$ cat config.mk
export PLATFORM = sky130hd
export DESIGN_NAME = lsu_top
export DESIGN_NICKNAME = d
export VERILOG_FILES = /design/src/hdl/lsu_pkg.sv /design/src/hdl/lsu_lane_if.sv /design/src/hdl/lsu_top.sv /design/src/hdl/load_extractor.sv /design/src/hdl/lane_aligner.sv /design/src/hdl/resp_timer.sv /design/src/hdl/lsu_fsm.sv
export SDC_FILE = /design/constraint.sdc
export NUM_CORES = 1
export LEC_CHECK = 0
export CORE_ASPECT_RATIO = 1.5
export CORE_MARGIN = 3
export CORE_UTILIZATION = 44
export CTS_CLUSTER_SIZE = 24
export DETAILED_ROUTE_END_ITERATION = 6
export DONT_BUFFER_PORTS = 1
export GPL_ROUTABILITY_DRIVEN = 1
export PLACE_DENSITY = 0.61
export RECOVER_POWER = 25
export SYNTH_ARGS = -nofsm -noshare
export SYNTH_HDL_FRONTEND = slang
export SYNTH_SLANG_ARGS = --single-unit
$ cat constraint.sdc
create_clock -name clk -period 3.5 [get_ports clk]
set_input_delay 0.525 -clock clk [delete_from_list [all_inputs] [get_ports clk]]
set_output_delay 0.525 -clock clk [all_outputs]
set_load 0.05 [all_outputs]
$ cat src/hdl/lsu_pkg.sv
`default_nettype none

package lsu_pkg;

    // bus geometry
    localparam int ADDR_W = 32;
    localparam int DATA_W = 32;
    localparam int STRB_W = DATA_W / 8;

    // cycles from acceptance until the unit gives up on the slave
    localparam int RESP_TIMEOUT = 16;

    localparam logic [1:0] RESP_OKAY = 2'b00;

    // RISC-V funct3 codes for loads and stores
    typedef enum logic [2:0] {
        OP_B  = 3'b000,
        OP_H  = 3'b001,
        OP_W  = 3'b010,
        OP_BU = 3'b100,
        OP_HU = 3'b101
    } mem_op_e;

    typedef enum logic [2:0] {
        ST_IDLE,
        ST_RD_ADDR,
        ST_RD_DATA,
        ST_WR_REQ,
        ST_WR_RESP
    } lsu_state_e;

endpackage

`default_nettype wire
$ cat src/hdl/lsu_lane_if.sv
`timescale 1ns/100ps
`default_nettype none

interface lsu_lane_if
    import lsu_pkg::*;
();

    // strobes from the state machine
    logic    accept;
    logic    capture;

    // request decode from the aligner
    logic       misaligned;
    mem_op_e    op;
    logic [1:0] byte_off;

    modport fsm (output accept, output capture, input misaligned);
    modport aligner (input accept, output misaligned, output op, output byte_off);
    modport extractor (input capture, input op, input byte_off);

endinterface

`default_nettype wire

$ cat src/hdl/lsu_top.sv
`timescale 1ns/100ps
`default_nettype none

module lsu_top
    import lsu_pkg::*;
(
    input  logic                clk,
    input  logic                rst,

    // requester side
    input  logic                req,
    input  logic                req_write,
    input  mem_op_e             req_op,
    input  logic [ADDR_W - 1:0] req_addr,
    input  logic [DATA_W - 1:0] req_wdata,
    output logic                busy,
    output logic                done,
    output logic                err,
    output logic [DATA_W - 1:0] rdata,

    // AXI4-Lite read channels
    output logic [ADDR_W - 1:0] m_axi_araddr,
    output logic                m_axi_arvalid,
    input  logic                m_axi_arready,
    input  logic [DATA_W - 1:0] m_axi_rdata,
    input  logic [1:0]          m_axi_rresp,
    input  logic                m_axi_rvalid,
    output logic                m_axi_rready,

    // AXI4-Lite write channels
    output logic [ADDR_W - 1:0] m_axi_awaddr,
    output logic                m_axi_awvalid,
    input  logic                m_axi_awready,
    output logic [DATA_W - 1:0] m_axi_wdata,
    output logic [STRB_W - 1:0] m_axi_wstrb,
    output logic                m_axi_wvalid,
    input  logic                m_axi_wready,
    input  logic [1:0]          m_axi_bresp,
    input  logic                m_axi_bvalid,
    output logic                m_axi_bready
);

    logic timer_run;
    logic expired;

    lsu_lane_if lane_if ();

    lsu_fsm lsu_fsm_inst (
        .clk       (clk),
        .rst       (rst),
        .req       (req),
        .req_write (req_write),
        .lane      (lane_if.fsm),
        .expired   (expired),
        .timer_run (timer_run),
        .arvalid   (m_axi_arvalid),
        .arready   (m_axi_arready),
        .rvalid    (m_axi_rvalid),
        .rresp     (m_axi_rresp),
        .rready    (m_axi_rready),
        .awvalid   (m_axi_awvalid),
        .awready   (m_axi_awready),
        .wvalid    (m_axi_wvalid),
        .wready    (m_axi_wready),
        .bvalid    (m_axi_bvalid),
        .bresp     (m_axi_bresp),
        .bready    (m_axi_bready),
        .busy      (busy),
        .done      (done),
        .err       (err)
    );

    resp_timer resp_timer_inst (
        .clk     (clk),
        .rst     (rst),
        .run     (timer_run),
        .expired (expired)
    );

    lane_aligner lane_aligner_inst (
        .clk       (clk),
        .rst       (rst),
        .req_op    (req_op),
        .req_addr  (req_addr),
        .req_wdata (req_wdata),
        .lane      (lane_if.aligner),
        .araddr    (m_axi_araddr),
        .awaddr    (m_axi_awaddr),
        .wdata     (m_axi_wdata),
        .wstrb     (m_axi_wstrb)
    );

    load_extractor load_extractor_inst (
        .clk       (clk),
        .rst       (rst),
        .bus_rdata (m_axi_rdata),
        .lane      (lane_if.extractor),
        .rdata     (rdata)
    );

endmodule

`default_nettype wire

$ cat src/hdl/load_extractor.sv
`timescale 1ns/100ps
`default_nettype none

module load_extractor
    import lsu_pkg::*;
(
    input  logic                clk,
    input  logic                rst,
    input  logic [DATA_W - 1:0] bus_rdata,
    lsu_lane_if.extractor       lane,
    output logic [DATA_W - 1:0] rdata
);

    logic [DATA_W - 1:0] shifted;
    logic [DATA_W - 1:0] result;

    // addressed lane down to bit 0
    assign shifted = bus_rdata >> {lane.byte_off, 3'b000};

    always_comb begin
        case (lane.op)
            OP_B:    result = {{24{shifted[7]}}, shifted[7:0]};
            OP_BU:   result = {24'b0, shifted[7:0]};
            OP_H:    result = {{16{shifted[15]}}, shifted[15:0]};
            OP_HU:   result = {16'b0, shifted[15:0]};
            default: result = shifted;
        endcase
    end

    // result register, holds until the next good load
    always_ff @(posedge clk) begin
        if (rst) begin
            rdata <= '0;
        end else if (lane.capture) begin
            rdata <= result;
        end
    end

endmodule

`default_nettype wire

$ cat src/hdl/lane_aligner.sv
`timescale 1ns/100ps
`default_nettype none

module lane_aligner
    import lsu_pkg::*;
(
    input  logic                clk,
    input  logic                rst,
    input  mem_op_e             req_op,
    input  logic [ADDR_W - 1:0] req_addr,
    input  logic [DATA_W - 1:0] req_wdata,
    lsu_lane_if.aligner         lane,
    output logic [ADDR_W - 1:0] araddr,
    output logic [ADDR_W - 1:0] awaddr,
    output logic [DATA_W - 1:0] wdata,
    output logic [STRB_W - 1:0] wstrb
);

    logic [ADDR_W - 1:0] addr_q;
    logic [DATA_W - 1:0] wdata_d;
    logic [STRB_W - 1:0] wstrb_d;

    assign araddr = addr_q;
    assign awaddr = addr_q;

    // --------------------
    // request decode
    // --------------------
    always_comb begin
        case (req_op)
            OP_B, OP_BU: begin
                wdata_d         = {4{req_wdata[7:0]}};
                wstrb_d         = 4'b0001 << req_addr[1:0];
                lane.misaligned = 1'b0;
            end
            OP_H, OP_HU: begin
                wdata_d         = {2{req_wdata[15:0]}};
                wstrb_d         = 4'b0011 << req_addr[1:0];
                lane.misaligned = req_addr[0];
            end
            default: begin
                wdata_d         = req_wdata;
                wstrb_d         = 4'b1111;
                lane.misaligned = |req_addr[1:0];
            end
        endcase
    end

    always_ff @(posedge clk) begin
        if (rst) begin
            lane.op       <= OP_W;
            lane.byte_off <= 2'b00;
            wstrb         <= '0;
        end else if (lane.accept) begin
            lane.op       <= req_op;
            lane.byte_off <= req_addr[1:0];
            wstrb         <= wstrb_d;
        end
    end

    // word address and store data
    always_ff @(posedge clk) begin
        if (lane.accept) begin
            addr_q <= {req_addr[ADDR_W - 1:2], 2'b00};
            wdata  <= wdata_d;
        end
    end

endmodule

`default_nettype wire

$ cat src/hdl/resp_timer.sv
`timescale 1ns/100ps
`default_nettype none

module resp_timer
    import lsu_pkg::*;
(
    input  logic clk,
    input  logic rst,
    input  logic run,
    output logic expired
);

    // wide enough to hold RESP_TIMEOUT itself
    logic [$clog2(RESP_TIMEOUT + 1) - 1:0] count;

    assign expired = (count == RESP_TIMEOUT);

    always_ff @(posedge clk) begin
        if (rst || !run) begin
            count <= '0;
        end else if (!expired) begin
            // saturates at the limit
            count <= count + 1'b1;
        end
    end

endmodule

`default_nettype wire

$ cat src/hdl/lsu_fsm.sv
`timescale 1ns/100ps
`default_nettype none

module lsu_fsm
    import lsu_pkg::*;
(
    input  logic       clk,
    input  logic       rst,
    input  logic       req,
    input  logic       req_write,
    lsu_lane_if.fsm    lane,
    input  logic       expired,
    output logic       timer_run,
    output logic       arvalid,
    input  logic       arready,
    input  logic       rvalid,
    input  logic [1:0] rresp,
    output logic       rready,
    output logic       awvalid,
    input  logic       awready,
    output logic       wvalid,
    input  logic       wready,
    input  logic       bvalid,
    input  logic [1:0] bresp,
    output logic       bready,
    output logic       busy,
    output logic       done,
    output logic       err
);

    lsu_state_e state;

    // write channel handshakes seen so far
    logic aw_done;
    logic w_done;
    logic aw_ok;
    logic w_ok;

    assign busy      = (state != ST_IDLE);
    assign timer_run = busy;

    assign arvalid = (state == ST_RD_ADDR);
    assign rready  = (state == ST_RD_DATA);
    assign awvalid = (state == ST_WR_REQ) && !aw_done;
    assign wvalid  = (state == ST_WR_REQ) && !w_done;
    assign bready  = (state == ST_WR_RESP);

    assign aw_ok = aw_done || (awvalid && awready);
    assign w_ok  = w_done || (wvalid && wready);

    assign lane.accept  = req && (state == ST_IDLE);
    // error responses leave the previous load result in place
    assign lane.capture = rready && rvalid && (rresp == RESP_OKAY);

    // --------------------
    // transaction sequencing
    // --------------------
    always_ff @(posedge clk) begin
        if (rst) begin
            state   <= ST_IDLE;
            aw_done <= 1'b0;
            w_done  <= 1'b0;
            done    <= 1'b0;
            err     <= 1'b0;
        end else begin
            done <= 1'b0;
            err  <= 1'b0;
            case (state)
                ST_IDLE: begin
                    if (lane.accept) begin
                        aw_done <= 1'b0;
                        w_done  <= 1'b0;
                        if (lane.misaligned) begin
                            // reject without touching the bus
                            done <= 1'b1;
                            err  <= 1'b1;
                        end else if (req_write) begin
                            state <= ST_WR_REQ;
                        end else begin
                            state <= ST_RD_ADDR;
                        end
                    end
                end
                ST_RD_ADDR: begin
                    if (expired) begin
                        state <= ST_IDLE;
                        done  <= 1'b1;
                        err   <= 1'b1;
                    end else if (arready) begin
                        state <= ST_RD_DATA;
                    end
                end
                ST_RD_DATA: begin
                    if (rvalid || expired) begin
                        state <= ST_IDLE;
                        done  <= 1'b1;
                        err   <= expired || (rresp != RESP_OKAY);
                    end
                end
                ST_WR_REQ: begin
                    if (expired) begin
                        state <= ST_IDLE;
                        done  <= 1'b1;
                        err   <= 1'b1;
                    end else begin
                        aw_done <= aw_ok;
                        w_done  <= w_ok;
                        // both channels through, wait for the response
                        if (aw_ok && w_ok) begin
                            state <= ST_WR_RESP;
                        end
                    end
                end
                ST_WR_RESP: begin
                    if (bvalid || expired) begin
                        state <= ST_IDLE;
                        done  <= 1'b1;
                        err   <= expired || (bresp != RESP_OKAY);
                    end
                end
                default: begin
                    state <= ST_IDLE;
                end
            endcase
        end
    end

endmodule

`default_nettype wire

==> metrics, run 1 <==
status=complete, no violations; post-synth cell types=48; die footprint=13100 um^2; clk slew on worst S/H paths=0.06 ns; startpoint types=register; ys flop type=edfxtp_1; Max Transition Viols Final=0; grt total ovfl=0; Die Height=138 um; # rows=47; clock sinks=115; Worst Tran Pin Value=1.06 ns; CP top delay family=compound AO/OA/AOI/OAI gates; First-pass DRT Iterations=4; CP bufs+invs=1; starting density of the core=45.8%; met2 Use GR=34.7%; Worst Setup End Kind=register; skew final=0.00737 ns; Synth top area share=36.2%; Post-Synthesis Cell Area=5140 um^2; Final Hold Vio Count=0; busiest grt layer=met2; Mapped Cells=474; Mean Syn Cell Area=10.9 um^2; Worst Path Arrival=2.65 ns; Clock Latency Late Sink=0.40 ns; first-pass GRT wire length=19800 um; RSZ-0062 raised after global routing=false; Layout Nets=553; crit share post-route=69.0%; Max VDD drop=0.365 mV; fraction of layout cells with a size suffix above 1=16.8%; DRC=0; register area share after synthesis=56.8%; YS warnings=0; Routed Antenna Nets=0; vias=3346; CTS Buf Count=17; clock root buffer=clkbuf_16; GPL Wtd Cong=0.833; CTS HTree Levels=4; GRT Util Overall=20.2%; DR WL/cell=22.1 um; Max stage delay on crit path=0.78 ns; final non-filler cell area=5610 um^2; Area after DPL=5010 um^2; Final setup viols=0; HPWL after DPL=9920 um; # IOs=252; initial antenna violation count=1; pwr/cell area=935 nW/um^2; CP max-delay cell=a311oi_4; n_diodes=0; setup TNS=0 ns; post_cts resized=0; DR vias/cell=5.59; number of flops mapped to enable cells by yosys=62; Critical Path Fanout Max=16; area leader, netlist=edfxtp_1; final WL=13200 um; Slew Limit Headroom=29.5%; CTS Hold Bufs=0; Worst Path Required=3.74 ns; clk buf depth=2; Max-Cap Viols=0; minimum hold slack=0.195 ns; Area growth, synth to finish=9.00%; CTS tree=yes; Synth area leaders=edfxtp_1 (36%), dfxtp_1 (21%), mux2_2 (6.8%); Post-CTS Setup Inserts=0; vias in the first global route=3442; HP Class=in -> reg; GRT met1 Usage=19.2%; P_leak=2.02 nW; asr flop ratio synth=0%; port bufs=0; largest net degree at the start of global routing=43; Yosys reg bits=115; crit path kind=reg -> reg; M3 GR Usage=10.0%; Fmax=414 MHz; Final min period=2.41 ns; die span in x=94.3 um; cell breakdown of the critical path=nor3b_2 -> buf_4 -> nand3_1 -> a311oi_4 -> a21oi_1; Iter 0 DRT Violations=155; core region area=11200 um^2
[registers in the layout, summed over array words and instances (netlist names), 2 cells and up]
signal                           flops
lane_aligner_inst.araddr            30
lane_aligner_inst.lane.byte_off      2
lane_aligner_inst.lane.op            3
lane_aligner_inst.wdata             32
lane_aligner_inst.wstrb              4
load_extractor_inst.rdata           32
lsu_fsm_inst.state                   3
resp_timer_inst.count                5
[per-layer routing]
layer	up-vias	part of all wire (%)
li1	1579	-
met4	2	4.1
met3	35	11
met2	199	52
met1	1531	33
met5	-	0.15
[power by group]
part / internal (mW) / switching (mW) / total (mW) / leakage (nW)
registers: 1.73 / 1.10 / 2.83 / 1.02
logic: 0.227 / 0.480 / 0.706 / 0.721
clock network: 1.11 / 0.595 / 1.71 / 0.276
[cell usage in the layout (no fill, tap or decap), types with 8 or more instances in the layout]
cell type | synthesis | final
o21ai_0 | 45 | 45
o211ai_1 | 8 | 8
clkbuf_16 | 0 | 17
nor2_1 | 26 | 26
a21oi_1 | 42 | 42
nand2_1 | 61 | 61
mux2_2 | 31 | 31
dfxtp_1 | 53 | 53
mux2i_1 | 18 | 18
nor3_1 | 8 | 8
edfxtp_1 | 62 | 62
[synth_stat cells (3+ instances only)]
| master | instances |
|---|---|
| o211ai_1 | 8 |
| a21oi_1 | 42 |
| nand2_1 | 61 |
| nor2b_1 | 3 |
| inv_1 | 8 |
| mux2_2 | 31 |
| and2_1 | 7 |
| clkbuf_1 | 20 |
| o21ai_0 | 45 |
| nor3_1 | 8 |
| edfxtp_1 | 62 |
| mux2i_1 | 18 |
| buf_4 | 34 |
| nand3_1 | 4 |
| dfxtp_1 | 53 |
| nor2_1 | 26 |
| buf_2 | 4 |
[logic make-up after synthesis]
kind of cell,count (synthesis),synth area share [%]
simple gates,122,11.0
flops,115,56.8
compound gates,111,12.5
buf+inv,70,7.98
mux,50,10.7
xor+xnor,3,0.511
fa+ha+maj,2,0.486
other cells,1,0.0729
[final timing paths]
kind / startpoint / end / slack [ns] / cells past startpoint
max: lsu_fsm_inst.state[1] / load_extractor_inst.rdata[24] / 1.09 / 5
min: rst / lsu_fsm_inst.w_done / 0.20 / 1
max reg2reg: lsu_fsm_inst.state[1] / load_extractor_inst.rdata[24] / 1.09 / 5
min reg2reg: resp_timer_inst.count[1] / resp_timer_inst.count[1] / 0.50 / 2
[cell type report]
cell class                 instances  area (um^2)
clock buffer                      18          429
clock inverter                    14          164
inverter                           8         30.0
timing repair buffer               5         50.0
tap                              147          184
multi-input combinational        292         1830
fill                             985         5620
sequential                       115         2920
[per-stage QoR]
| stage | total power [mW] | setup WS (ns) | cells | util [%] |
|---|---|---|---|---|
| CTS | 5.29 | 1.06 | 599 | 49.9 |
| global placement | 3.55 | 1.15 | 567 | 44.6 |
| floorplan | 3.48 | 1.08 | 477 | - |
| finish | 5.24 | 1.09 | 599 | 49.9 |
| global route | 5.45 | 0.880 | 599 | 49.9 |
| detailed placement | 3.57 | 1.07 | 567 | 44.6 |
No activity file was read; power rests on OpenSTA's default activity.
==> inputs of run 2 (changes only) <==
PLACE_DENSITY = 0.63   (was 0.61)
clock period = 2.1 ns   (was 3.5 ns; I/O delays follow)
==> run 2 against run 1 <==
Net effect: register-to-register slack lost 0.84 ns; cell count grew 15%; via count grew 12%; largest power group unchanged; critical endpoint is now m_axi_bready; first-iteration DRC count shrank 2.6%.
==> metrics, run 2 (synthesis results as in run 1) <==
DRC=0; CTS tree=yes; clock root buffer=clkbuf_16; Max-Cap Viols=0; clk buf depth=2; fraction of layout cells with a size suffix above 1=23.1%; Clock Power Share=31.6%; reg-to-reg critical path startpoint=lane_aligner_inst.lane.byte_off[1]; status=complete, no violations; Tot Pwr=9.10 mW; Reg power frac=41.7%; Worst Setup End Kind=output port; Net Sw Frac=41.7%; clk slew on worst S/H paths=0.06 ns; CP top delay family=simple AND/OR/NAND/NOR gates; met2 Use GR=39.8%; cell count along the critical path=3; Power Internal=5.30 mW; setup TNS=0 ns; Reg2Reg Depth=5; Max stage delay on crit path=0.55 ns; P_leak=2.42 nW; cell breakdown of the critical path=or3b_2 -> inv_1 -> buf_4; end of the critical path=m_axi_bready; final WL=14200 um; skew final=0.00895 ns; Die Height=138 um; starting density of the core=45.8%; Clock Latency Late Sink=0.40 ns; clock sinks=115; most common cell after layout, fill and taps aside=edfxtp_1; Routed Antenna Nets=0; CTS HTree Levels=4; n_diodes=0; Area growth, synth to finish=23.5%; pre-CTS WS=0.281 ns; reg-to-reg endpoint=load_extractor_inst.rdata[31]; startpoint types=register; vias in the first global route=3908; pwr/cell area=1430 nW/um^2; # IOs=252; final worst slack=0.143 ns; net switching power=3.79 mW; Critical Path Fanout Max=9; HPWL after DPL=10400 um; crit share post-route=93.2%; Logic pwr share=26.7%; GPL Wtd Cong=0.811; busiest grt layer=met2; commonest non-fill, non-tap cells in the layout=edfxtp_1 (62), nand2_1 (61), dfxtp_1 (52), o21ai_0 (45); Final setup viols=0; Worst Path Required=1.78 ns; minimum hold slack=0.0608 ns; utilization after layout=56.6%; die footprint=13100 um^2; CTS Buf Count=17; RSZ-0062 raised after global routing=false; reg-to-reg slack, setup=0.25 ns; Worst Tran Pin Value=0.768 ns; CP bufs+invs=2; CP max-delay cell=or3b_2; # rows=47; Layout Nets=641; Max VDD drop=0.562 mV; Iter 0 DRT Violations=151; grt total ovfl=0; initial antenna violation count=0; Max Transition Viols Final=0; Worst Path Arrival=1.64 ns; Fmax=511 MHz; die span in x=94.3 um; GRT Util Overall=21.6%; port bufs=0; crit path kind=reg -> out; M3 GR Usage=8.59%; largest net degree at the start of global routing=49; core region area=11200 um^2; first-pass GRT wire length=21400 um; Final min period=1.96 ns; Slew Limit Headroom=48.6%; Final Hold Vio Count=0; vias=3744; DR WL/cell=20.7 um; DR vias/cell=5.45; GRT met1 Usage=20.9%; First-pass DRT Iterations=4; HP Class=in -> reg; crit path from=lsu_fsm_inst.state[1]
-- run 2: cell types whose count changed in the layout (fill, tap and decap cells not counted), moves of 2 or more --
cell	delta
clkbuf_2	+9
clkinvlp_4	-3
inv_6	+6
inv_8	+2
clkinv_2	-3
dlygate4sd3_1	+39
buf_4	+38
-- run 2: stage by stage --
stage,std cells,area [um^2]
6_report,687,6350
5_1_grt,687,6350
4_1_cts,687,6380
3_5_place_dp,616,5390
3_3_place_gp,616,5390
2_1_floorplan,477,5170
-- run 2: power groups by stage --
stage,clock (mW),sequential (mW),combinational [mW]
after CTS,2.95,3.79,2.47
after global routing,3.06,3.83,2.59
after detailed placement,0,3.84,2.40
after floorplan,0,4.19,1.62
final,2.88,3.79,2.43
after global placement,0,3.82,2.36
-- run 2: how the worst min path moves through the flow --
stage                         start                       endpoint  slack [ns]  cells after the start
floorplan              req_addr[10]   lane_aligner_inst.araddr[10]        0.41                      0
global placement                rst   load_extractor_inst.rdata[0]        0.39                      1
detailed placement              rst   load_extractor_inst.rdata[4]        0.39                      1
CTS                       req_op[0]   lane_aligner_inst.lane.op[0]        0.04                      2
global route        m_axi_rdata[29]  load_extractor_inst.rdata[29]        0.05                      2
finish              m_axi_rdata[26]  load_extractor_inst.rdata[26]        0.06                      2
-- run 2: cell type report --
type / count / area [um^2]
clock buffers: 17 / 425
flip-flops and latches: 115 / 2920
well taps: 147 / 184
clock inverters: 15 / 171
multi-input cells: 292 / 1840
inverters: 8 / 30.0
fillers: 984 / 4880
repair buffers: 93 / 778
-- run 2: layer usage --
metal / routed length (um) / vias to the layer above
li1: - / 1759
met1: 4750 / 1767
met2: 7920 / 196
met3: 1290 / 22
met4: 282 / 0
met5: 0 / -
-- run 2: what timing repair did --
item / CTS / global route
endpoints found under the hold margin: 56 / 0
hold buffers: 39 / 0
setup buffers: 0 / 0
resized for setup: 0 / 1
endpoints found under the setup margin: 0 / 1
==> inputs of run 3 (changes only) <==
CAP_MARGIN = 40   (was not set)
CELL_PAD_IN_SITES_DETAIL_PLACEMENT = 1   (was not set)
CELL_PAD_IN_SITES_GLOBAL_PLACEMENT = 1   (was not set)
CORE_ASPECT_RATIO = not set   (was 1.5)
CORE_UTILIZATION = 42   (was 44)
PLACE_DENSITY = 0.77   (was 0.63)
==> run 3 against run 2 <==
Net effect: count of clock-buffer cells in the layout increased by 3; largest power group unchanged; worst setup slack worse by 0.038 ns; utilization is 2.1 points lower; register-to-register slack got worse by 0.04 ns; critical path type unchanged.
==> metrics, run 3 (synthesis results as in run 1) <==
largest net degree at the start of global routing=33; GRT Util Overall=24.5%; Iter 0 DRT Violations=233; CP bufs+invs=2; DRC=0; Area growth, synth to finish=24.0%; Reg2Reg Depth=7; reg-to-reg slack, setup=0.21 ns; DR vias/cell=5.71; cell count along the critical path=3; CP max-delay cell=or3b_2; Final min period=1.99 ns; RSZ-0062 raised after global routing=false; vias in the first global route=4285; net switching power=3.87 mW; # IOs=252; CP top delay family=simple AND/OR/NAND/NOR gates; Worst Path Required=1.78 ns; minimum hold slack=0.0348 ns; Max Transition Viols Final=0; Routed Antenna Nets=0; Slew Limit Headroom=45.7%; port bufs=0; Final Hold Vio Count=0; pwr/cell area=1450 nW/um^2; first-pass GRT wire length=24600 um; initial antenna violation count=2; final worst slack=0.106 ns; Logic pwr share=28.0%; most common cell after layout, fill and taps aside=edfxtp_1; die footprint=13600 um^2; clock root buffer=clkbuf_16; Max stage delay on crit path=0.54 ns; P_leak=2.43 nW; die span in x=117 um; Reg power frac=41.2%; Max-Cap Viols=0; CTS Buf Count=17; clk slew on worst S/H paths=0.05 ns; CTS tree=yes; # rows=39; Worst Tran Pin Value=0.812 ns; Fmax=501 MHz; crit path from=lsu_fsm_inst.state[0]; crit path kind=reg -> out; final WL=16400 um; HP Class=in -> reg; Post-CTS Setup Inserts=0; fraction of layout cells with a size suffix above 1=23.8%; status=complete, no violations; n_diodes=0; crit share post-route=95.0%; Die Height=117 um; Fill cells=1256; area taken by multi-input logic gates=1850 um^2; Final setup viols=0; skew final=0.00602 ns; vias=3912; reg-to-reg endpoint=lsu_fsm_inst.state[0]; Clock Latency Late Sink=0.42 ns; clk buf depth=2; DR WL/cell=24.0 um; First-pass DRT Iterations=5; setup TNS=0 ns; end of the critical path=m_axi_bready; commonest non-fill, non-tap cells in the layout=edfxtp_1 (62), nand2_1 (61), dfxtp_1 (52), o21ai_0 (45), buf_4 (45); grt total ovfl=0; CTS HTree Levels=4; Critical Path Fanout Max=11; cell breakdown of the critical path=or3b_2 -> inv_1 -> buf_4; pre-CTS WS=0.270 ns; utilization after layout=54.5%; register area=2920 um^2; Layout Nets=643; Worst Path Arrival=1.68 ns; clock sinks=115; core region area=11700 um^2; Clock Power Share=30.8%; startpoint types=register; Power Internal=5.38 mW; HPWL after DPL=11200 um; Max VDD drop=0.519 mV; Worst Setup End Kind=output port; reg-to-reg critical path startpoint=resp_timer_inst.count[0]; Net Sw Frac=41.8%; starting density of the core=43.9%; GPL Wtd Cong=0.820
[run 3: through the flow]
stage / instances / total power [mW] / instance area (um^2)
floorplan: 477 / 5.81 / 5170
global placement: 614 / 6.26 / 5420
detailed placement: 614 / 6.35 / 5420
CTS: 685 / 9.30 / 6390
global route: 685 / 9.61 / 6380
finish: 685 / 9.25 / 6380
[run 3: what timing repair did]
item	in CTS	in global routing
hold buffers	39	0
endpoints found under the hold margin	56	0
setup endpoints to repair	0	2
gates resized for setup	0	2
[run 3: power groups by stage]
stage | registers [mW] | logic, mW | clock network (mW)
6_report | 3.81 | 2.59 | 2.85
5_1_grt | 3.85 | 2.76 | 3.00
4_1_cts | 3.81 | 2.60 | 2.89
3_5_place_dp | 3.85 | 2.50 | 0
3_3_place_gp | 3.82 | 2.44 | 0
2_1_floorplan | 4.19 | 1.62 | 0
[run 3: cell type report]
type | count | area share, %
sequential | 115 | 45.9
multi-input combinational | 292 | 28.9
timing repair buffer | 95 | 12.7
clock buffer | 20 | 7.16
tap | 143 | 2.81
clock inverter | 12 | 2.06
inverter | 8 | 0.471
[run 3: worst reg2reg max path: cells and delay by family, from the launching register on]
family | cells | cell delay (ns)
AOI/OAI and AO/OA | 1 | 0.37
adders and majority gates | 1 | 0.18
DFF | 1 | 0.34
and+or+nand+nor | 2 | 0.37
muxes | 1 | 0.23
buffers and inverters | 2 | 0.31
[run 3: per-layer routing]
metal | share of wire [%] | GRT usage, % | routed length, um
met1 | 35 | 24.3 | 5720
met2 | 54 | 45.4 | 8860
met3 | 9.0 | 9.90 | 1480
met4 | 2.1 | 9.25 | 349
met5 | 0.16 | 0 | 27
[run 3: how the worst min path moves through the flow]
stage / slack [ns] / end / cells past startpoint / startpoint
after floorplan: 0.41 / lane_aligner_inst.araddr[10] / 0 / req_addr[10]
after CTS: 0.02 / load_extractor_inst.rdata[28] / 2 / m_axi_rdata[28]
final: 0.03 / load_extractor_inst.rdata[28] / 2 / m_axi_rdata[28]
after detailed placement: 0.39 / lane_aligner_inst.lane.op[2] / 1 / rst
after global placement: 0.39 / load_extractor_inst.rdata[31] / 1 / rst
after global routing: 0.02 / load_extractor_inst.rdata[28] / 2 / m_axi_rdata[28]
